$ cat config.mk
export PLATFORM = sky130hd
export DESIGN_NAME = controller_standby_i3c
export DESIGN_NICKNAME = d
export VERILOG_FILES = /design/src/source/i3c_target_pkg.sv /design/src/source/bus_monitor.sv /design/src/source/controller_standby_i3c.sv /design/src/source/flow_standby_i3c.sv /design/src/source/i3c_target_fsm.sv /design/src/source/tti_queue.sv
export SDC_FILE = /design/constraint.sdc
export NUM_CORES = 1
export LEC_CHECK = 0
export BUFFER_PORTS_ARGS = -buffer_cell sky130_fd_sc_hd__buf_2
export CAP_MARGIN = 10
export CORE_AREA = 2 2 250 154
export CTS_BUF_LIST = sky130_fd_sc_hd__clkbuf_8
export DETAILED_ROUTE_END_ITERATION = 10
export DIE_AREA = 0 0 252 156
export PLACE_DENSITY = 0.83
export SYNTH_ARGS = -nofsm -noshare
export SYNTH_HDL_FRONTEND = slang
export SYNTH_SLANG_ARGS = --single-unit
$ cat constraint.sdc
create_clock -name clk_i -period 4.69 [get_ports clk_i]
set_clock_uncertainty 0.15 [all_clocks]
set_input_delay 0.938 -clock clk_i [delete_from_list [all_inputs] [get_ports clk_i]]
set_output_delay 0.938 -clock clk_i [all_outputs]
set_load 0.1 [all_outputs]
$ cat src/source/i3c_target_pkg.sv
// I3C standby target package with TTI payload types and target FSM states
package i3c_target_pkg;

  // Width of the byte count field in an RX descriptor
  localparam int unsigned ByteCountWidth = 16;

  // One TTI data word, bytes packed least significant first
  typedef logic [31:0] tti_word_t;

  // One RX descriptor per private write, padded to 32 bits
  typedef struct packed {
    logic [8:0]                rsvd;
    logic [6:0]                addr;
    logic [ByteCountWidth-1:0] byte_count;
  } rx_desc_t;

  typedef enum logic [2:0] {
    StIdle,
    StAddr,
    StAddrAck,
    StWrData,
    StWrAck,
    StRdData,
    StRdAckWait
  } bus_state_e;

endpackage

$ cat src/source/bus_monitor.sv
// Bus monitor that synchronizes SCL/SDA and flags START, STOP and SCL edges
module bus_monitor (
  input  logic clk_i,
  input  logic rst_n_i,
  input  logic enable_i,
  input  logic scl_i,
  input  logic sda_i,
  output logic start_det_o,
  output logic stop_det_o,
  output logic scl_rise_o,
  output logic scl_fall_o,
  output logic sda_sync_o
);

  // Bits 0 and 1 form the synchronizer, bit 2 keeps the previous value
  logic [2:0] scl_q;
  logic [2:0] sda_q;
  logic       scl_high;

  always_ff @(posedge clk_i or negedge rst_n_i) begin
    if (!rst_n_i) begin
      scl_q <= '1;
      sda_q <= '1;
    end else begin
      scl_q <= {scl_q[1:0], scl_i};
      sda_q <= {sda_q[1:0], sda_i};
    end
  end

  // SCL stable high across the SDA change
  assign scl_high = scl_q[1] & scl_q[2];

  always_ff @(posedge clk_i or negedge rst_n_i) begin
    if (!rst_n_i) begin
      start_det_o <= 1'b0;
      stop_det_o  <= 1'b0;
      scl_rise_o  <= 1'b0;
      scl_fall_o  <= 1'b0;
      sda_sync_o  <= 1'b0;
    end else begin
      start_det_o <= enable_i & scl_high & sda_q[2] & ~sda_q[1];
      stop_det_o  <= enable_i & scl_high & ~sda_q[2] & sda_q[1];
      scl_rise_o  <= enable_i & scl_q[1] & ~scl_q[2];
      scl_fall_o  <= enable_i & ~scl_q[1] & scl_q[2];
      sda_sync_o  <= enable_i & sda_q[1];
    end
  end

endmodule

$ cat src/source/controller_standby_i3c.sv
// I3C secondary controller standby target with TTI RX, descriptor and TX queues
module controller_standby_i3c
  import i3c_target_pkg::*;
#(
  parameter logic [6:0]  StaticAddr = 7'h22,
  parameter int unsigned RxDepth    = 4,
  parameter int unsigned TxDepth    = 4,
  parameter int unsigned DescDepth  = 4
) (
  input  logic       clk_i,
  input  logic       rst_n_i,
  input  logic       target_enable_i,

  // Bus lines, SDA is open drain
  input  logic       scl_i,
  input  logic       sda_i,
  output logic       sda_o,

  output logic       bus_start_o,
  output logic       bus_stop_o,
  output logic [7:0] bus_addr_o,
  output logic       bus_addr_valid_o,

  // TTI RX data
  output logic       rx_rvalid_o,
  input  logic       rx_rready_i,
  output tti_word_t  rx_rdata_o,

  // TTI RX descriptor
  output logic       rx_desc_rvalid_o,
  input  logic       rx_desc_rready_i,
  output rx_desc_t   rx_desc_rdata_o,

  // TTI TX data
  input  logic       tx_wvalid_i,
  output logic       tx_wready_o,
  input  tti_word_t  tx_wdata_i
);

  logic       start_det;
  logic       stop_det;
  logic       scl_rise;
  logic       scl_fall;
  logic       sda_sync;
  logic       rx_byte_valid;
  logic [7:0] rx_byte;
  logic       rx_byte_ready;
  logic       tx_byte_valid;
  logic [7:0] tx_byte;
  logic       tx_byte_ready;
  logic       transfer_start;
  logic       transfer_rnw;
  logic       transfer_end;
  logic       rx_wvalid;
  logic       rx_wready;
  tti_word_t  rx_wdata;
  logic       rx_desc_wvalid;
  logic       rx_desc_wready;
  rx_desc_t   rx_desc_wdata;
  logic       tx_rvalid;
  logic       tx_rready;
  tti_word_t  tx_rdata;

  bus_monitor u_bus_monitor (
    .clk_i       (clk_i),
    .rst_n_i     (rst_n_i),
    .enable_i    (target_enable_i),
    .scl_i       (scl_i),
    .sda_i       (sda_i),
    .start_det_o (start_det),
    .stop_det_o  (stop_det),
    .scl_rise_o  (scl_rise),
    .scl_fall_o  (scl_fall),
    .sda_sync_o  (sda_sync)
  );

  i3c_target_fsm #(
    .StaticAddr (StaticAddr)
  ) u_target_fsm (
    .clk_i            (clk_i),
    .rst_n_i          (rst_n_i),
    .enable_i         (target_enable_i),
    .start_det_i      (start_det),
    .stop_det_i       (stop_det),
    .scl_rise_i       (scl_rise),
    .scl_fall_i       (scl_fall),
    .sda_i            (sda_sync),
    .sda_o            (sda_o),
    .rx_byte_valid_o  (rx_byte_valid),
    .rx_byte_o        (rx_byte),
    .rx_byte_ready_i  (rx_byte_ready),
    .tx_byte_valid_i  (tx_byte_valid),
    .tx_byte_i        (tx_byte),
    .tx_byte_ready_o  (tx_byte_ready),
    .transfer_start_o (transfer_start),
    .transfer_rnw_o   (transfer_rnw),
    .transfer_end_o   (transfer_end),
    .bus_addr_o       (bus_addr_o),
    .bus_addr_valid_o (bus_addr_valid_o)
  );

  flow_standby_i3c u_flow (
    .clk_i            (clk_i),
    .rst_n_i          (rst_n_i),
    .transfer_start_i (transfer_start),
    .transfer_rnw_i   (transfer_rnw),
    .transfer_end_i   (transfer_end),
    .bus_addr_i       (bus_addr_o[7:1]),
    .rx_byte_valid_i  (rx_byte_valid),
    .rx_byte_i        (rx_byte),
    .rx_byte_ready_o  (rx_byte_ready),
    .tx_byte_valid_o  (tx_byte_valid),
    .tx_byte_o        (tx_byte),
    .tx_byte_ready_i  (tx_byte_ready),
    .rx_wvalid_o      (rx_wvalid),
    .rx_wready_i      (rx_wready),
    .rx_wdata_o       (rx_wdata),
    .rx_desc_wvalid_o (rx_desc_wvalid),
    .rx_desc_wready_i (rx_desc_wready),
    .rx_desc_wdata_o  (rx_desc_wdata),
    .tx_rvalid_i      (tx_rvalid),
    .tx_rready_o      (tx_rready),
    .tx_rdata_i       (tx_rdata)
  );

  tti_queue #(
    .Depth     (RxDepth),
    .payload_t (tti_word_t)
  ) u_rx_queue (
    .clk_i    (clk_i),
    .rst_n_i  (rst_n_i),
    .wvalid_i (rx_wvalid),
    .wready_o (rx_wready),
    .wdata_i  (rx_wdata),
    .rvalid_o (rx_rvalid_o),
    .rready_i (rx_rready_i),
    .rdata_o  (rx_rdata_o)
  );

  tti_queue #(
    .Depth     (DescDepth),
    .payload_t (rx_desc_t)
  ) u_rx_desc_queue (
    .clk_i    (clk_i),
    .rst_n_i  (rst_n_i),
    .wvalid_i (rx_desc_wvalid),
    .wready_o (rx_desc_wready),
    .wdata_i  (rx_desc_wdata),
    .rvalid_o (rx_desc_rvalid_o),
    .rready_i (rx_desc_rready_i),
    .rdata_o  (rx_desc_rdata_o)
  );

  tti_queue #(
    .Depth     (TxDepth),
    .payload_t (tti_word_t)
  ) u_tx_queue (
    .clk_i    (clk_i),
    .rst_n_i  (rst_n_i),
    .wvalid_i (tx_wvalid_i),
    .wready_o (tx_wready_o),
    .wdata_i  (tx_wdata_i),
    .rvalid_o (tx_rvalid),
    .rready_i (tx_rready),
    .rdata_o  (tx_rdata)
  );

  assign bus_start_o = start_det;
  assign bus_stop_o  = stop_det;

endmodule

$ cat src/source/flow_standby_i3c.sv
// TTI flow block packing RX bytes into words and descriptors, unpacking TX words
module flow_standby_i3c
  import i3c_target_pkg::*;
(
  input  logic      clk_i,
  input  logic      rst_n_i,
  input  logic      transfer_start_i,
  input  logic      transfer_rnw_i,
  input  logic      transfer_end_i,
  input  logic [6:0] bus_addr_i,
  input  logic      rx_byte_valid_i,
  input  logic [7:0] rx_byte_i,
  output logic      rx_byte_ready_o,
  output logic      tx_byte_valid_o,
  output logic [7:0] tx_byte_o,
  input  logic      tx_byte_ready_i,
  output logic      rx_wvalid_o,
  input  logic      rx_wready_i,
  output tti_word_t rx_wdata_o,
  output logic      rx_desc_wvalid_o,
  input  logic      rx_desc_wready_i,
  output rx_desc_t  rx_desc_wdata_o,
  input  logic      tx_rvalid_i,
  output logic      tx_rready_o,
  input  tti_word_t tx_rdata_i
);

  logic [1:0]                lane_q;
  logic [ByteCountWidth-1:0] byte_cnt_q;
  logic [6:0]                addr_q;
  logic                      active_q;
  logic                      rnw_q;
  logic                      desc_due_q;
  logic                      tx_have_q;
  tti_word_t                 rx_word_q;
  tti_word_t                 tx_word_q;
  rx_desc_t                  desc_q;
  logic                      rx_accept;
  logic                      tx_accept;
  logic                      tx_pop;
  logic                      desc_issue;

  assign rx_byte_ready_o = rx_wready_i && !rx_wvalid_o && !desc_due_q && !rx_desc_wvalid_o;
  assign rx_accept       = rx_byte_valid_i && rx_byte_ready_o;
  assign tx_accept       = tx_byte_ready_i && tx_have_q;
  assign tx_rready_o     = active_q && rnw_q && !tx_have_q;
  assign tx_pop          = tx_rready_o && tx_rvalid_i;
  // Descriptor goes out only after the last data word has left
  assign desc_issue      = desc_due_q && !rx_wvalid_o;

  assign tx_byte_valid_o = tx_have_q;
  assign tx_byte_o       = tx_word_q[8*lane_q +: 8];
  assign rx_wdata_o      = rx_word_q;
  assign rx_desc_wdata_o = desc_q;

  always_ff @(posedge clk_i or negedge rst_n_i) begin
    if (!rst_n_i) begin
      lane_q           <= '0;
      byte_cnt_q       <= '0;
      active_q         <= 1'b0;
      rnw_q            <= 1'b0;
      desc_due_q       <= 1'b0;
      tx_have_q        <= 1'b0;
      rx_wvalid_o      <= 1'b0;
      rx_desc_wvalid_o <= 1'b0;
    end else begin
      if (rx_wvalid_o && rx_wready_i) rx_wvalid_o <= 1'b0;
      if (rx_desc_wvalid_o && rx_desc_wready_i) rx_desc_wvalid_o <= 1'b0;
      if (desc_issue) begin
        rx_desc_wvalid_o <= 1'b1;
        desc_due_q       <= 1'b0;
      end
      if (rx_accept) begin
        lane_q     <= lane_q + 2'd1;
        byte_cnt_q <= byte_cnt_q + 1'b1;
        if (lane_q == 2'd3) rx_wvalid_o <= 1'b1;
      end
      if (tx_pop) begin
        tx_have_q <= 1'b1;
        lane_q    <= '0;
      end
      if (tx_accept) begin
        lane_q <= lane_q + 2'd1;
        if (lane_q == 2'd3) tx_have_q <= 1'b0;
      end
      if (transfer_start_i) begin
        active_q   <= 1'b1;
        rnw_q      <= transfer_rnw_i;
        lane_q     <= '0;
        byte_cnt_q <= '0;
      end
      if (transfer_end_i) begin
        // Unsent read bytes are dropped here
        active_q  <= 1'b0;
        tx_have_q <= 1'b0;
        lane_q    <= '0;
        if (!rnw_q) begin
          desc_due_q <= 1'b1;
          if (lane_q != 2'd0) rx_wvalid_o <= 1'b1;
        end
      end
    end
  end

  always_ff @(posedge clk_i) begin
    if (rx_accept) begin
      if (lane_q == 2'd0) begin
        rx_word_q <= {24'h0, rx_byte_i};
      end else begin
        rx_word_q[8*lane_q +: 8] <= rx_byte_i;
      end
    end
    if (tx_pop) tx_word_q <= tx_rdata_i;
    if (transfer_start_i) addr_q <= bus_addr_i;
    if (desc_issue) begin
      desc_q.rsvd       <= '0;
      desc_q.addr       <= addr_q;
      desc_q.byte_count <= byte_cnt_q;
    end
  end

  a_desc_after_word: assert property (@(posedge clk_i) disable iff (!rst_n_i)
    rx_desc_wvalid_o && rx_desc_wready_i |-> !rx_wvalid_o);

endmodule

$ cat src/source/i3c_target_fsm.sv
// Target FSM for address match, ACK/NACK and SDR private read and write bytes
module i3c_target_fsm
  import i3c_target_pkg::*;
#(
  parameter logic [6:0] StaticAddr = 7'h22
) (
  input  logic       clk_i,
  input  logic       rst_n_i,
  input  logic       enable_i,
  input  logic       start_det_i,
  input  logic       stop_det_i,
  input  logic       scl_rise_i,
  input  logic       scl_fall_i,
  input  logic       sda_i,
  output logic       sda_o,
  output logic       rx_byte_valid_o,
  output logic [7:0] rx_byte_o,
  input  logic       rx_byte_ready_i,
  input  logic       tx_byte_valid_i,
  input  logic [7:0] tx_byte_i,
  output logic       tx_byte_ready_o,
  output logic       transfer_start_o,
  output logic       transfer_rnw_o,
  output logic       transfer_end_o,
  output logic [7:0] bus_addr_o,
  output logic       bus_addr_valid_o
);

  bus_state_e state_q;
  logic [2:0] bit_cnt_q;
  logic [7:0] shift_q;
  logic [7:0] shift_in;
  logic [7:0] tx_load_byte;
  logic       sda_q;
  logic       ack_half_q;
  logic       ack_ok_q;
  logic       matched_q;
  logic       rnw_q;
  logic       addr_match;
  logic       tx_load;

  assign shift_in     = {shift_q[6:0], sda_i};
  assign addr_match   = enable_i && (shift_in[7:1] == StaticAddr);
  // Nothing queued for this byte, so all ones go out
  assign tx_load_byte = tx_byte_valid_i ? tx_byte_i : 8'hFF;
  assign tx_load      = scl_fall_i && ack_half_q &&
                        ((state_q == StAddrAck && rnw_q) || state_q == StRdAckWait);

  assign sda_o           = sda_q;
  assign tx_byte_ready_o = tx_load;
  assign transfer_rnw_o  = rnw_q;

  always_ff @(posedge clk_i or negedge rst_n_i) begin
    if (!rst_n_i) begin
      state_q          <= StIdle;
      bit_cnt_q        <= '0;
      shift_q          <= '0;
      sda_q            <= 1'b1;
      ack_half_q       <= 1'b0;
      ack_ok_q         <= 1'b0;
      matched_q        <= 1'b0;
      rnw_q            <= 1'b0;
      rx_byte_valid_o  <= 1'b0;
      rx_byte_o        <= '0;
      transfer_start_o <= 1'b0;
      transfer_end_o   <= 1'b0;
      bus_addr_o       <= '0;
      bus_addr_valid_o <= 1'b0;
    end else begin
      transfer_start_o <= 1'b0;
      transfer_end_o   <= 1'b0;
      bus_addr_valid_o <= 1'b0;
      if (rx_byte_valid_o && rx_byte_ready_i) begin
        rx_byte_valid_o <= 1'b0;
      end
      if (start_det_i || stop_det_i) begin
        // STOP or repeated START closes a matched transfer
        transfer_end_o <= matched_q;
        matched_q      <= 1'b0;
        sda_q          <= 1'b1;
        bit_cnt_q      <= '0;
        state_q        <= start_det_i ? StAddr : StIdle;
      end else begin
        unique case (state_q)
          StIdle: begin
          end
          StAddr: begin
            if (scl_rise_i) begin
              shift_q   <= shift_in;
              bit_cnt_q <= bit_cnt_q + 3'd1;
              if (bit_cnt_q == 3'd7) begin
                bus_addr_o <= shift_in;
                if (addr_match) begin
                  bus_addr_valid_o <= 1'b1;
                  transfer_start_o <= 1'b1;
                  matched_q        <= 1'b1;
                  rnw_q            <= shift_in[0];
                  ack_half_q       <= 1'b0;
                  state_q          <= StAddrAck;
                end else begin
                  state_q <= StIdle;
                end
              end
            end
          end
          StAddrAck: begin
            if (scl_fall_i) begin
              if (!ack_half_q) begin
                sda_q      <= 1'b0;
                ack_half_q <= 1'b1;
              end else if (rnw_q) begin
                sda_q     <= tx_load_byte[7];
                shift_q   <= {tx_load_byte[6:0], 1'b1};
                bit_cnt_q <= '0;
                state_q   <= StRdData;
              end else begin
                sda_q     <= 1'b1;
                bit_cnt_q <= '0;
                state_q   <= StWrData;
              end
            end
          end
          StWrData: begin
            if (scl_rise_i) begin
              shift_q   <= shift_in;
              bit_cnt_q <= bit_cnt_q + 3'd1;
              if (bit_cnt_q == 3'd7) begin
                // No room downstream means NACK and drop
                if (rx_byte_ready_i) begin
                  rx_byte_valid_o <= 1'b1;
                  rx_byte_o       <= shift_in;
                end
                ack_ok_q   <= rx_byte_ready_i;
                ack_half_q <= 1'b0;
                state_q    <= StWrAck;
              end
            end
          end
          StWrAck: begin
            if (scl_fall_i) begin
              if (!ack_half_q) begin
                sda_q      <= !ack_ok_q;
                ack_half_q <= 1'b1;
              end else begin
                sda_q     <= 1'b1;
                bit_cnt_q <= '0;
                state_q   <= StWrData;
              end
            end
          end
          StRdData: begin
            if (scl_fall_i) begin
              if (bit_cnt_q == 3'd7) begin
                sda_q      <= 1'b1;
                ack_half_q <= 1'b0;
                state_q    <= StRdAckWait;
              end else begin
                sda_q     <= shift_q[7];
                shift_q   <= {shift_q[6:0], 1'b1};
                bit_cnt_q <= bit_cnt_q + 3'd1;
              end
            end
          end
          StRdAckWait: begin
            if (scl_rise_i) begin
              // Controller NACK ends the read
              if (sda_i) begin
                state_q <= StIdle;
              end else begin
                ack_half_q <= 1'b1;
              end
            end else if (tx_load) begin
              sda_q     <= tx_load_byte[7];
              shift_q   <= {tx_load_byte[6:0], 1'b1};
              bit_cnt_q <= '0;
              state_q   <= StRdData;
            end
          end
          default: state_q <= StIdle;
        endcase
      end
    end
  end

  // Target pulls SDA only for an ACK or a read data bit
  a_sda_low_state: assert property (@(posedge clk_i) disable iff (!rst_n_i)
    !sda_o |-> state_q inside {StAddrAck, StWrAck, StRdData});

  a_rx_byte_held: assert property (@(posedge clk_i) disable iff (!rst_n_i)
    rx_byte_valid_o && !rx_byte_ready_i |=> rx_byte_valid_o && $stable(rx_byte_o));

endmodule

$ cat src/source/tti_queue.sv
// TTI queue, a synchronous FIFO with valid/ready on both sides
module tti_queue
  import i3c_target_pkg::*;
#(
  parameter int unsigned Depth = 4,
  parameter type payload_t = tti_word_t
) (
  input  logic     clk_i,
  input  logic     rst_n_i,
  input  logic     wvalid_i,
  output logic     wready_o,
  input  payload_t wdata_i,
  output logic     rvalid_o,
  input  logic     rready_i,
  output payload_t rdata_o
);

  localparam int unsigned PtrWidth = (Depth > 1) ? $clog2(Depth) : 1;
  localparam int unsigned CntWidth = $clog2(Depth + 1);

  payload_t              mem_q [Depth];
  logic [PtrWidth-1:0]   wptr_q;
  logic [PtrWidth-1:0]   rptr_q;
  logic [CntWidth-1:0]   count_q;
  logic                  push;
  logic                  pop;

  assign wready_o = (count_q != CntWidth'(Depth));
  assign rvalid_o = (count_q != '0);
  assign rdata_o  = mem_q[rptr_q];
  assign push     = wvalid_i && wready_o;
  assign pop      = rvalid_o && rready_i;

  always_ff @(posedge clk_i or negedge rst_n_i) begin
    if (!rst_n_i) begin
      wptr_q  <= '0;
      rptr_q  <= '0;
      count_q <= '0;
    end else begin
      if (push) begin
        wptr_q <= (wptr_q == PtrWidth'(Depth - 1)) ? '0 : wptr_q + 1'b1;
      end
      if (pop) begin
        rptr_q <= (rptr_q == PtrWidth'(Depth - 1)) ? '0 : rptr_q + 1'b1;
      end
      if (push && !pop) begin
        count_q <= count_q + 1'b1;
      end else if (pop && !push) begin
        count_q <= count_q - 1'b1;
      end
    end
  end

  always_ff @(posedge clk_i) begin
    if (push) mem_q[wptr_q] <= wdata_i;
  end

  a_count_bound: assert property (@(posedge clk_i) disable iff (!rst_n_i)
    count_q <= CntWidth'(Depth));

endmodule

==> results of run 1 <==
==> kinds of logic (layout without fill, tap and decap cells) <==
logic type,count (synthesis),in the layout,synth area share (%)
multiplexers,133,133,12.3
XOR/XNOR,25,25,1.05
flip-flops,536,536,75.0
adder cells (fa/ha/maj),30,30,1.91
other,1,10,0.0180
AND/OR/NAND/NOR,215,215,5.69
AO/OA/AOI/OAI,78,78,2.35
buffers and inverters,81,293,1.75
==> cells in the final DEF (no fill, tap or decap), types with 5 or more instances in the layout <==
cell type	instances
sky130_fd_sc_hd__nor2b_1	6
sky130_fd_sc_hd__nor3b_1	6
sky130_fd_sc_hd__buf_2	108
sky130_fd_sc_hd__nor3_1	10
sky130_fd_sc_hd__and2_1	18
sky130_fd_sc_hd__nand3_1	33
sky130_fd_sc_hd__dfrtp_1	84
sky130_fd_sc_hd__clkbuf_8	79
sky130_fd_sc_hd__conb_1	9
sky130_fd_sc_hd__ha_1	27
sky130_fd_sc_hd__clkinv_2	8
sky130_fd_sc_hd__mux2_2	28
sky130_fd_sc_hd__dfstp_2	7
sky130_fd_sc_hd__clkinv_1	10
sky130_fd_sc_hd__and3_1	9
sky130_fd_sc_hd__o22ai_1	8
sky130_fd_sc_hd__mux2i_1	10
sky130_fd_sc_hd__a21oi_1	31
sky130_fd_sc_hd__nand2_1	32
sky130_fd_sc_hd__buf_4	18
sky130_fd_sc_hd__mux4_2	95
sky130_fd_sc_hd__xor2_1	11
sky130_fd_sc_hd__a21o_1	5
sky130_fd_sc_hd__nor4_1	5
sky130_fd_sc_hd__edfxtp_1	442
sky130_fd_sc_hd__inv_1	60
sky130_fd_sc_hd__xnor2_1	14
sky130_fd_sc_hd__nand2b_1	29
sky130_fd_sc_hd__o21ai_0	10
sky130_fd_sc_hd__nor2_1	37
==> critical path: stages (launching register included) <==
cell and delay (ns):
sky130_fd_sc_hd__dfrtp_1 0.82, sky130_fd_sc_hd__buf_12 0.26, sky130_fd_sc_hd__mux4_2 0.55, sky130_fd_sc_hd__buf_2 0.32
==> state kept, by name, indices dropped and copies added, names as in the netlist, 8 cells and up, named ones only <==
register / cells
u_rx_queue.mem_q: 128
u_flow.rx_desc_wdata_o: 23
u_flow.byte_cnt_q: 16
u_rx_desc_queue.mem_q: 92
u_tx_queue.mem_q: 128
u_flow.rx_wdata_o: 32
u_target_fsm.shift_q: 8
u_flow.tx_word_q: 32
u_target_fsm.rx_byte_o: 8
u_target_fsm.bus_addr_o: 8
==> power by group <==
group          leakage, nW  switching (mW)  internal, mW  total (mW)
logic                 2.20           0.611         0.331       0.942
registers             5.26           0.221          5.47        5.69
clock network        0.834            1.69          1.73        3.43
==> synthesized netlist by cell type, types with 2 or more instances <==
cell	number	area (sq um)
sky130_fd_sc_hd__mux4_2	95	2140
sky130_fd_sc_hd__a21oi_1	31	155
sky130_fd_sc_hd__nand4_1	4	25.0
sky130_fd_sc_hd__nor2b_1	7	43.8
sky130_fd_sc_hd__o21ai_0	10	50.1
sky130_fd_sc_hd__mux2i_1	10	100
sky130_fd_sc_hd__o21bai_1	3	22.5
sky130_fd_sc_hd__and3_1	13	81.3
sky130_fd_sc_hd__inv_1	28	105
sky130_fd_sc_hd__nand3_1	33	165
sky130_fd_sc_hd__nor2_1	37	139
sky130_fd_sc_hd__and4_1	3	26.3
sky130_fd_sc_hd__edfxtp_1	442	13300
sky130_fd_sc_hd__or3_1	3	18.8
sky130_fd_sc_hd__a21o_1	5	37.5
sky130_fd_sc_hd__nand2_1	32	120
sky130_fd_sc_hd__mux2_2	28	315
sky130_fd_sc_hd__a211oi_1	4	30.0
sky130_fd_sc_hd__dfstp_2	7	184
sky130_fd_sc_hd__clkbuf_1	26	97.6
sky130_fd_sc_hd__dfrtp_1	87	2180
sky130_fd_sc_hd__o221ai_1	3	26.3
sky130_fd_sc_hd__and2_1	18	113
sky130_fd_sc_hd__xnor2_1	14	123
sky130_fd_sc_hd__fa_1	3	60.1
sky130_fd_sc_hd__ha_1	27	338
sky130_fd_sc_hd__xor2_1	11	96.3
sky130_fd_sc_hd__nor3b_1	6	45.0
sky130_fd_sc_hd__nand2b_1	29	181
sky130_fd_sc_hd__nor4_1	5	31.3
sky130_fd_sc_hd__buf_4	9	67.6
sky130_fd_sc_hd__nor4b_1	2	17.5
sky130_fd_sc_hd__buf_2	16	80.1
sky130_fd_sc_hd__nor3_1	11	55.1
sky130_fd_sc_hd__o22ai_1	8	50.1
==> metrics by stage <==
step	hold WS [ns]	util (%)	instance area [sq um]	setup slack (ns)
after floorplan	0.195	-	20900	0.132
final	0.207	63.1	23400	1.02
after global placement	0.196	59.3	21900	1.64
after CTS	0.207	63.1	23400	0.918
after global routing	0.213	63.1	23400	0.821
after detailed placement	0.198	59.3	21900	1.61
==> final cells by class <==
class / instances / area share, %
clock buffers: 79 / 4.65
repair buffers: 127 / 2.98
clock inverters: 58 / 1.41
inverters: 29 / 0.466
multi-input cells: 490 / 21.0
flip-flops and latches: 536 / 66.9
well taps: 484 / 2.59
diodes: 1 / 0.0107
==> path summary, 6_finish.rpt <==
check | startpoint | end | depth (start not counted)
min in group asynchronous | rst_n_i | u_tx_queue.wptr_q[1] | 1
setup reg to reg | u_target_fsm.state_q[0] | u_target_fsm.rx_byte_o[7] | 5
max in group asynchronous | rst_n_i | u_rx_desc_queue.wptr_q[1] | 2
hold / removal | u_bus_monitor.scl_q[0] | u_bus_monitor.scl_q[1] | 0
setup / recovery | u_rx_desc_queue.rptr_q[0] | rx_desc_rdata_o[21] | 3
hold reg to reg | u_bus_monitor.scl_q[0] | u_bus_monitor.scl_q[1] | 0
==> metal layers <==
layer | track usage (%) | share of wire [%]
met1 | 31.1 | 45
met2 | 30.7 | 46
met3 | 5.32 | 7.6
met4 | 5.92 | 1.5
met5 | 0 | 0.033
==> impl_summary.txt, run 1 <==
----------------------------------------------------
[Outcome]
  Run status ... complete, no violations

[Setup path]
  Arrival time reported for the critical path endpoint ... 2.58 ns
  CP Launch Type ... flop
  Top fanout value on the critical path ... 16
  Register-to-register path setup slack ... a little over 2 ns
  Nature of the critical path endpoint ... output pin
  Critical Setup Path Class ... flop to output pin
  Required arrival time at the worst endpoint ... ~3.6 ns

[Layout]
  Layout cells sized above 1 ... 28.1%
  Flip-flop and latch area ... 15600 sq um
  Multi-input combinational cell area ... roughly 4900 sq um
  Post-layout net count ... approximately 1.3k
  Number of inserted filler cells in the final layout ... roughly 2.5k
  P&R area growth vs syn ... 12.0%
  Non-filler instance count after layout ... between 1.5k and 2k

[Pwr]
  Peak supply drop ... ~600 uV
  Leakage power total ... 8.29 nW
  Post-layout total power ... 10.1 mW
  Power per cell area ... between 400 and 500 nW/um^2

[GRT]
  Residual overflow from global routing ... 0
  Aggregate global-route resource usage ... 20.8%
  Global-route wire length before repair ... around 62000 microns
  Largest net degree at the start of global routing ... 69
  Via count of the first global-routing pass ... about 11k
  Initial antenna violation count ... 2

[Floorplan]
  Ports placed on the boundary ... approximately 120
  Chip width ... 252 microns
  Die footprint ... 39300 sq um
  Initial core utilization ... ~56%
  Core outline area ... between 30000 and 40000 sq um
  Die height ... between 150 and 200 microns
  Number of core rows ... 55

[Route]
  Number of DRC markers in iteration 0 ... between 1k and 1.5k
  Vias per inst ... between 5 and 6
  Remaining design rule violation count ... 0
  Detail-routed net length per standard cell ... ~22 microns
  Count of TritonRoute iterations in the first routing pass ... 5
  Detailed-route via count ... 10.4k
  Sum of routed wire length over all layers ... ~40000 microns
  Post-detailed-route count of antenna-violating nets ... 0

[Synthesis]
  Post-synthesis instance area ... between 20000 and 25000 sq um
  Number of synthesized register bits ... around 540
  Distinct cell type count of the synthesized netlist ... between 60 and 70
  Seq/Total Area, Yosys ... 75.0%
  Share of synthesized flip-flops with an asynchronous set or reset ... approximately 18%
  Average instance area after synthesis ... approximately 19 sq um
  Most frequently used flop master after synthesis ... sky130_fd_sc_hd__edfxtp_1
  YS warnings ... 0
  Post-synth EDFFs ... 442
  Synthesized instance count ... roughly 1.1k

[STA]
  Final clock period utilization by the worst path ... 78.2%
  Pins Over Slew Limit ... 0
  RSZ-0062 raised after global routing ... false
  Min cycle time layout ... 3.67 ns
  Final Hold Fails ... 0
  Slew of the pin with the lowest slew margin ... approximately 1.2 ns
  Count of final setup violators ... 0
  Final TNS setup ... 0 ns
  Slew Limit Headroom ... approximately a fifth
  Max frequency ... 273 MHz

[Clocking]
  # resized after CTS ... 0
  TritonCTS clock tree ... yes
  Clk sinks ... between 500 and 600
  H-tree depth reported by CTS ... 3
  Hold Buf Count CTS ... 0
  Clock latency reported for the late side of the worst-skew pair ... approximately 0.63 ns
  Number of buffers on the longest clock path ... 3
  Clock-pin slew on the worst setup and hold paths ... ~0.060 ns
  Number of buffers added for setup after CTS ... 0
  TritonCTS buffer count ... 75
  Master cell of the clock root buffer ... sky130_fd_sc_hd__clkbuf_8

[Run]
  Max-cap violations ... 0

[Placement]
  Count of port buffers added during placement ... approximately 110
  Sum of net half-perimeters after detailed placement ... about 25000 microns
  Final Wtd Congestion ... slightly above 0.8
  # placed instances ... 1666

[Hold path]
  Class of the tightest hold or removal check ... flop to flop

----------------------------------------------------
Note: power is estimated with default switching activity, not from simulation.
==> inputs of run 2 (changes only) <==
--- a/config.mk
+++ b/config.mk
@@ -7,11 +7,11 @@
 export LEC_CHECK = 0
 export BUFFER_PORTS_ARGS = -buffer_cell sky130_fd_sc_hd__buf_2
 export CAP_MARGIN = 10
-export CORE_AREA = 2 2 250 154
+export CORE_AREA = 2 2 238 146
 export CTS_BUF_LIST = sky130_fd_sc_hd__clkbuf_8
 export DETAILED_ROUTE_END_ITERATION = 10
-export DIE_AREA = 0 0 252 156
-export PLACE_DENSITY = 0.83
+export DIE_AREA = 0 0 240 148
+export PLACE_DENSITY = 0.87
 export SYNTH_ARGS = -nofsm -noshare
 export SYNTH_HDL_FRONTEND = slang
 export SYNTH_SLANG_ARGS = --single-unit
==> constraint.sdc (replaced) <==
create_clock -name clk_i -period 3.73 [get_ports clk_i]
set_clock_uncertainty 0.15 [all_clocks]
set_input_delay 0.746 -clock clk_i [delete_from_list [all_inputs] [get_ports clk_i]]
set_output_delay 0.746 -clock clk_i [all_outputs]
set_load 0.1 [all_outputs]
==> impl_summary.txt, run 2 (synthesis gave the netlist of run 1 again) <==
----------------------------------------------------
[Route]
  Detail-routed net length per standard cell ... ~22 microns
  Number of DRC markers in iteration 0 ... between 1k and 1.5k
  Detailed-route via count ... between 10k and 15k
  Count of TritonRoute iterations in the first routing pass ... 5
  Post-detailed-route count of antenna-violating nets ... 0
  Remaining design rule violation count ... 0
  Sum of routed wire length over all layers ... ~39000 microns
  Vias per inst ... about 5.8

[Setup path]
  Required arrival time at the worst endpoint ... 2.83 ns
  Nature of the critical path endpoint ... output pin
  Critical Setup Path Class ... flop to output pin
  Top fanout value on the critical path ... 32
  Arrival time reported for the critical path endpoint ... between 2 and 2.5 ns
  CP Launch Type ... flop

[STA]
  Final Hold Fails ... 0
  Min cycle time layout ... between 3 and 4 ns
  Count of final setup violators ... 0
  Slew of the pin with the lowest slew margin ... roughly 1.1 ns
  Final clock period utilization by the worst path ... approximately nine tenths
  RSZ-0062 raised after global routing ... false
  Pins Over Slew Limit ... 0
  Final Worst Setup Slack ... 0.369 ns
  Slew Limit Headroom ... 23.9%
  Final TNS setup ... 0 ns
  Max frequency ... about 300 MHz

[Pwr]
  Leakage power total ... ~8.3 nW
  Power per cell area ... roughly 540 nW/um^2
  Peak supply drop ... between 600 and 700 uV
  Post-layout total power ... ~13 mW

[Clocking]
  # resized after CTS ... 0
  Number of buffers on the longest clock path ... 3
  Master cell of the clock root buffer ... sky130_fd_sc_hd__clkbuf_8
  Clock latency reported for the late side of the worst-skew pair ... 0.62 ns
  TritonCTS buffer count ... 75
  H-tree depth reported by CTS ... 3
  Clock-pin slew on the worst setup and hold paths ... 0.06 ns
  Clk sinks ... 536
  TritonCTS clock tree ... yes

[Layout]
  Number of inserted filler cells in the final layout ... ~2.1k
  Leading cell type in the layout, fill and taps excluded ... sky130_fd_sc_hd__edfxtp_1
  Top flop regs ... u_rx_queue.mem_q (128), u_tx_queue.mem_q (128), u_rx_desc_queue.mem_q (92)
  Multi-input combinational cell area ... roughly 4900 sq um
  Post-layout net count ... approximately 1.3k
  Top library cells by usage in the layout, fill and taps aside ... sky130_fd_sc_hd__edfxtp_1 (442), sky130_fd_sc_hd__buf_2 (108), sky130_fd_sc_hd__mux4_2 (95)
  Diodes inserted ... 0
  Layout cells sized above 1 ... between 20% and 30%
  P&R area growth vs syn ... 12.0%
  Flip-flop and latch area ... 15600 sq um

[Floorplan]
  Core outline area ... roughly 33000 sq um
  Die footprint ... 35500 sq um
  Number of core rows ... 52
  Chip width ... ~240 microns
  Initial core utilization ... between 60% and 70%
  Die height ... roughly 150 microns
  Ports placed on the boundary ... between 100 and 150

[GRT]
  Residual overflow from global routing ... 0
  Via count of the first global-routing pass ... approximately 11k
  Initial antenna violation count ... 1
  Largest net degree at the start of global routing ... about 50
  Aggregate global-route resource usage ... between 20% and 30%
  Global-route wire length before repair ... about 60000 microns

[Hold path]
  Class of the tightest hold or removal check ... primary input to flop

[Outcome]
  Run status ... complete, no violations

[Placement]
  Count of port buffers added during placement ... about 110
  Final Wtd Congestion ... between 0.8 and 0.9
  Sum of net half-perimeters after detailed placement ... roughly 25000 microns
  Pre-CTS setup slack ... just under 1 ns

[Run]
  Max-cap violations ... 0

----------------------------------------------------
[run 2: cell count changes in the layout (fill, tap and decap cells not counted), sizes merged]
| cell | delta |
|---|---|
| buf | +6 |
| clkinv | +5 |
| clkinvlp | -3 |
| bufinv | -1 |
| diode | -1 |
| dlygate4sd3 | +1 |
[run 2: path summary, 6_finish.rpt]
path	from	end	slack (ns)	depth (start not counted)
max	u_rx_queue.rptr_q[0]	rx_rdata_o[21]	0.37	3
min reg2reg	u_bus_monitor.sda_q[0]	u_bus_monitor.sda_q[1]	0.21	0
max in group asynchronous	rst_n_i	u_rx_queue.rptr_q[0]	2.18	3
min in group asynchronous	rst_n_i	u_tx_queue.count_q[0]	0.53	2
min	sda_i	u_bus_monitor.sda_q[0]	0.08	1
max reg2reg	u_flow.rx_wvalid_o	u_flow.rx_wdata_o[0]	1.10	4
[run 2: per-layer routing]
layer / global-route usage, % / share of wire (%) / up-vias
met4: 5.59 / 1.3 / 2
met2: 33.7 / 46 / 402
li1: - / - / 4637
met5: 0 / 0.033 / -
met1: 35.2 / 45 / 5361
met3: 5.99 / 7.5 / 40
[run 2: critical path: stages (launching register included)]
cell and delay [ns]:
sky130_fd_sc_hd__dfrtp_2 0.38, sky130_fd_sc_hd__buf_4 0.51, sky130_fd_sc_hd__mux4_2 0.61, sky130_fd_sc_hd__buf_2 0.31
[run 2: repair_timing]
item                      CTS  global route
setup buffers               0             0
hold buffers                1             0
hold endpoints to repair   37             0
[run 2: per-stage QoR]
| step | utilization [%] | cells | hold WS [ns] | cell area [sq um] |
|---|---|---|---|---|
| finish | 70.1 | 1786 | 0.0828 | 23400 |
| global route | 70.1 | 1786 | 0.0386 | 23400 |
| CTS | 70.1 | 1786 | 0.0380 | 23400 |
| detailed placement | 65.9 | 1647 | 0.198 | 22000 |
| global placement | 65.9 | 1647 | 0.196 | 22000 |
| floorplan | - | 1107 | 0.195 | 20900 |
[run 2: power breakdown]
part | total [mW] | switching [mW] | internal, mW
sequential | 7.15 | 0.277 | 6.87
combinational | 1.21 | 0.778 | 0.431
clock | 4.22 | 2.10 | 2.12
[run 2: cell type report]
cell class | count | share of cell area [%]
multi-input cells | 490 | 21.0
flip-flops and latches | 536 | 66.9
repair buffers | 134 | 3.21
well taps | 459 | 2.46
inverters | 29 | 0.466
clock buffers | 79 | 4.65
clock inverters | 59 | 1.32
==> inputs of run 3 (changes only) <==
--- a/config.mk
+++ b/config.mk
@@ -5,13 +5,14 @@
 export SDC_FILE = /design/constraint.sdc
 export NUM_CORES = 1
 export LEC_CHECK = 0
+export ABC_AREA = 1
 export BUFFER_PORTS_ARGS = -buffer_cell sky130_fd_sc_hd__buf_2
 export CAP_MARGIN = 10
-export CORE_AREA = 2 2 238 146
+export CORE_AREA = 2 2 242 148
 export CTS_BUF_LIST = sky130_fd_sc_hd__clkbuf_8
 export DETAILED_ROUTE_END_ITERATION = 10
-export DIE_AREA = 0 0 240 148
-export PLACE_DENSITY = 0.87
+export DIE_AREA = 0 0 244 150
+export PLACE_DENSITY = 0.86
 export SYNTH_ARGS = -nofsm -noshare
 export SYNTH_HDL_FRONTEND = slang
 export SYNTH_SLANG_ARGS = --single-unit
==> impl_summary.txt, run 3 <==
----------------------------------------------------
[Outcome]
  Run status ... complete, no violations

[Placement]
  Count of port buffers added during placement ... 109
  Sum of net half-perimeters after detailed placement ... 30400 microns
  Pre-CTS setup slack ... between 1 and 1.5 ns
  Final Wtd Congestion ... 0.910

[Setup path]
  Cell Chain, Critical Path ... inv_1 > o21ai_0 > o22ai_1 > buf_2
  Nature of the critical path endpoint ... output pin
  CP top delay family ... buffers and inverters
  Number of buffers and inverters on the critical path ... 2
  Register-to-register path setup slack ... around 1.0 ns
  Critical Setup Path Class ... flop to output pin
  Arrival time reported for the critical path endpoint ... between 2 and 2.5 ns
  Required arrival time at the worst endpoint ... around 2.8 ns
  Delay of the slowest cell on the worst path ... 0.51 ns
  CP Launch Type ... flop
  Slowest cell on the critical path ... sky130_fd_sc_hd__inv_1
  Top fanout value on the critical path ... 24

[Route]
  Count of TritonRoute iterations in the first routing pass ... 6
  Vias per inst ... about 6
  Detail-routed net length per standard cell ... 19.7 microns
  Post-detailed-route count of antenna-violating nets ... 0
  Detailed-route via count ... 14.3k
  Remaining design rule violation count ... 0
  Number of DRC markers in iteration 0 ... between 1.5k and 2k
  Sum of routed wire length over all layers ... approximately 48000 microns

[Synthesis]
  Average instance area after synthesis ... approximately 12 sq um
  Post-synth EDFFs ... about 440
  Largest cells by area after synthesis ... sky130_fd_sc_hd__edfxtp_1 (62%), sky130_fd_sc_hd__dfrtp_1 (10%), sky130_fd_sc_hd__o21ai_0 (5.4%)
  Number of synthesized register bits ... 536
  Distinct cell type count of the synthesized netlist ... 40
  Most numerous cell in the Yosys netlist ... sky130_fd_sc_hd__edfxtp_1
  Post-synthesis instance area ... around 21000 sq um
  Synthesized instance count ... ~1.8k
  Top post-synthesis cells by count ... sky130_fd_sc_hd__edfxtp_1 (442), sky130_fd_sc_hd__nor2_1 (276), sky130_fd_sc_hd__o21ai_0 (232), sky130_fd_sc_hd__nand2_1 (221), sky130_fd_sc_hd__inv_1 (103)
  Top cell type by total area after synthesis ... sky130_fd_sc_hd__edfxtp_1
  Seq/Total Area, Yosys ... between 70 and 80%
  Yosys top cell area share ... between 60 and 70%
  YS warnings ... 0
  Most frequently used flop master after synthesis ... sky130_fd_sc_hd__edfxtp_1
  Share of synthesized flip-flops with an asynchronous set or reset ... around 18%

[STA]
  Final Hold Fails ... 0
  Final Worst Setup Slack ... approximately 0.34 ns
  RSZ-0062 raised after global routing ... false
  Count of final setup violators ... 0
  Min cycle time layout ... around 3.4 ns
  Final clock period utilization by the worst path ... between 90% and 100%
  Max frequency ... approximately 300 MHz
  Final TNS setup ... 0 ns
  Pins Over Slew Limit ... 0
  Slew Limit Headroom ... between 20% and 30%
  Slew of the pin with the lowest slew margin ... 1.12 ns

[Floorplan]
  Ports placed on the boundary ... 119
  Number of core rows ... 53
  Die height ... about 150 microns
  Initial core utilization ... between 60 and 70%
  Core outline area ... 34500 sq um
  Die footprint ... 36600 sq um
  Chip width ... ~240 microns

[Layout]
  Number of inserted filler cells in the final layout ... around 2.3k
  Top library cells by usage in the layout, fill and taps aside ... sky130_fd_sc_hd__edfxtp_1 (442), sky130_fd_sc_hd__nor2_1 (263), sky130_fd_sc_hd__o21ai_0 (232)
  Diodes inserted ... 0
  Leading cell type in the layout, fill and taps excluded ... sky130_fd_sc_hd__edfxtp_1
  Post-layout net count ... 1969
  Layout cells sized above 1 ... between 10 and 15%
  Top flop regs ... u_rx_queue.mem_q (128), u_tx_queue.mem_q (128), u_rx_desc_queue.mem_q (92)
  P&R area growth vs syn ... 11.6%

[Clocking]
  H-tree depth reported by CTS ... 3
  Master cell of the clock root buffer ... sky130_fd_sc_hd__clkbuf_8
  Clock latency reported for the late side of the worst-skew pair ... 0.65 ns
  Number of buffers on the longest clock path ... 3
  # resized after CTS ... 0
  TritonCTS buffer count ... 75
  TritonCTS clock tree ... yes
  Clock-pin slew on the worst setup and hold paths ... around 0.06 ns
  Number of buffers added for setup after CTS ... 0
  Hold Buf Count CTS ... 1
  Clk sinks ... 536

[GRT]
  Largest net degree at the start of global routing ... 67
  Aggregate global-route resource usage ... between 20% and 30%
  Initial antenna violation count ... 3
  Residual overflow from global routing ... 0
  Via count of the first global-routing pass ... ~14k
  Global-route wire length before repair ... roughly 74000 microns

[Pwr]
  Leakage power total ... between 9 and 10 nW
  Peak supply drop ... between 1000 and 1500 uV
  Power per cell area ... between 700 and 800 nW/um^2

[Run]
  Max-cap violations ... 0

[Hold path]
  Class of the tightest hold or removal check ... primary input to flop

----------------------------------------------------
==> run 3: cell types whose count changed after synthesis, moves of 18 or more <==
cell,change
sky130_fd_sc_hd__o21ai_0,+222
sky130_fd_sc_hd__and2_1,-18
sky130_fd_sc_hd__nand2b_1,-29
sky130_fd_sc_hd__mux2_2,-28
sky130_fd_sc_hd__nand2_1,+189
sky130_fd_sc_hd__nor2_1,+239
sky130_fd_sc_hd__nand3_1,+34
sky130_fd_sc_hd__clkbuf_1,+34
sky130_fd_sc_hd__o22ai_1,+82
sky130_fd_sc_hd__mux4_2,-95
sky130_fd_sc_hd__inv_1,+75
==> run 3: path summary, 6_finish.rpt <==
check                                           from                        end  cells after the start
max                        u_rx_desc_queue.rptr_q[1]        rx_desc_rdata_o[14]                      4
min                                            scl_i     u_bus_monitor.scl_q[0]                      1
max reg2reg                         u_flow.lane_q[1]      u_flow.rx_wdata_o[26]                      9
min reg2reg                   u_bus_monitor.scl_q[0]     u_bus_monitor.scl_q[1]                      0
max in group asynchronous                    rst_n_i  u_target_fsm.rx_byte_o[5]                      3
min in group asynchronous                    rst_n_i    u_target_fsm.state_q[1]                      2
==> run 3: kinds of logic (layout without fill, tap and decap cells) <==
| kind of cell | count (synthesis) | after routing | synth area share [%] |
|---|---|---|---|
| other | 1 | 9 | 0.0175 |
| buffers and inverters | 195 | 394 | 3.69 |
| DFF | 536 | 536 | 73.0 |
| adders and majority gates | 30 | 30 | 1.86 |
| xor gates and xnor gates | 8 | 8 | 0.327 |
| and+or+nand+nor | 599 | 599 | 11.4 |
| AOI/OAI and AO/OA | 384 | 384 | 9.77 |
==> run 3: report_power, final <==
group	switching [mW]	internal [mW]	total, mW
Clock	2.17	2.04	4.21
Sequential	0.284	7.07	7.36
Combinational	5.92	1.37	7.29
==> run 3: area by class of cell <==
type | instances | area [sq um] | share of cell area, %
inverters | 110 | 413 | 1.73
clock buffers | 82 | 1130 | 4.72
well taps | 467 | 584 | 2.44
clock inverters | 56 | 246 | 1.03
flip-flops and latches | 536 | 15600 | 65.4
repair buffers | 146 | 841 | 3.52
multi-input cells | 1030 | 5060 | 21.2
==> run 3: routing by layer <==
metal,wire (microns),global-route usage [%]
met1,20200,39.2
met2,21300,38.8
met5,21,0
met4,1270,8.84
met3,4890,6.65
==> run 3: through the flow <==
step / hold slack, ns / area (sq um) / util, % / std cells / power [mW]
6_report: 0.0727 / 23900 / 69.2 / 2427 / 18.9
5_1_grt: 0.0355 / 23900 / 69.2 / 2427 / 19.7
4_1_cts: 0.0320 / 23900 / 69.2 / 2427 / 18.9
3_5_place_dp: 0.198 / 22500 / 65.2 / 2288 / 14.7
3_3_place_gp: 0.197 / 22500 / 65.2 / 2288 / 14.5
2_1_floorplan: 0.195 / 21500 / - / 1761 / 13.2
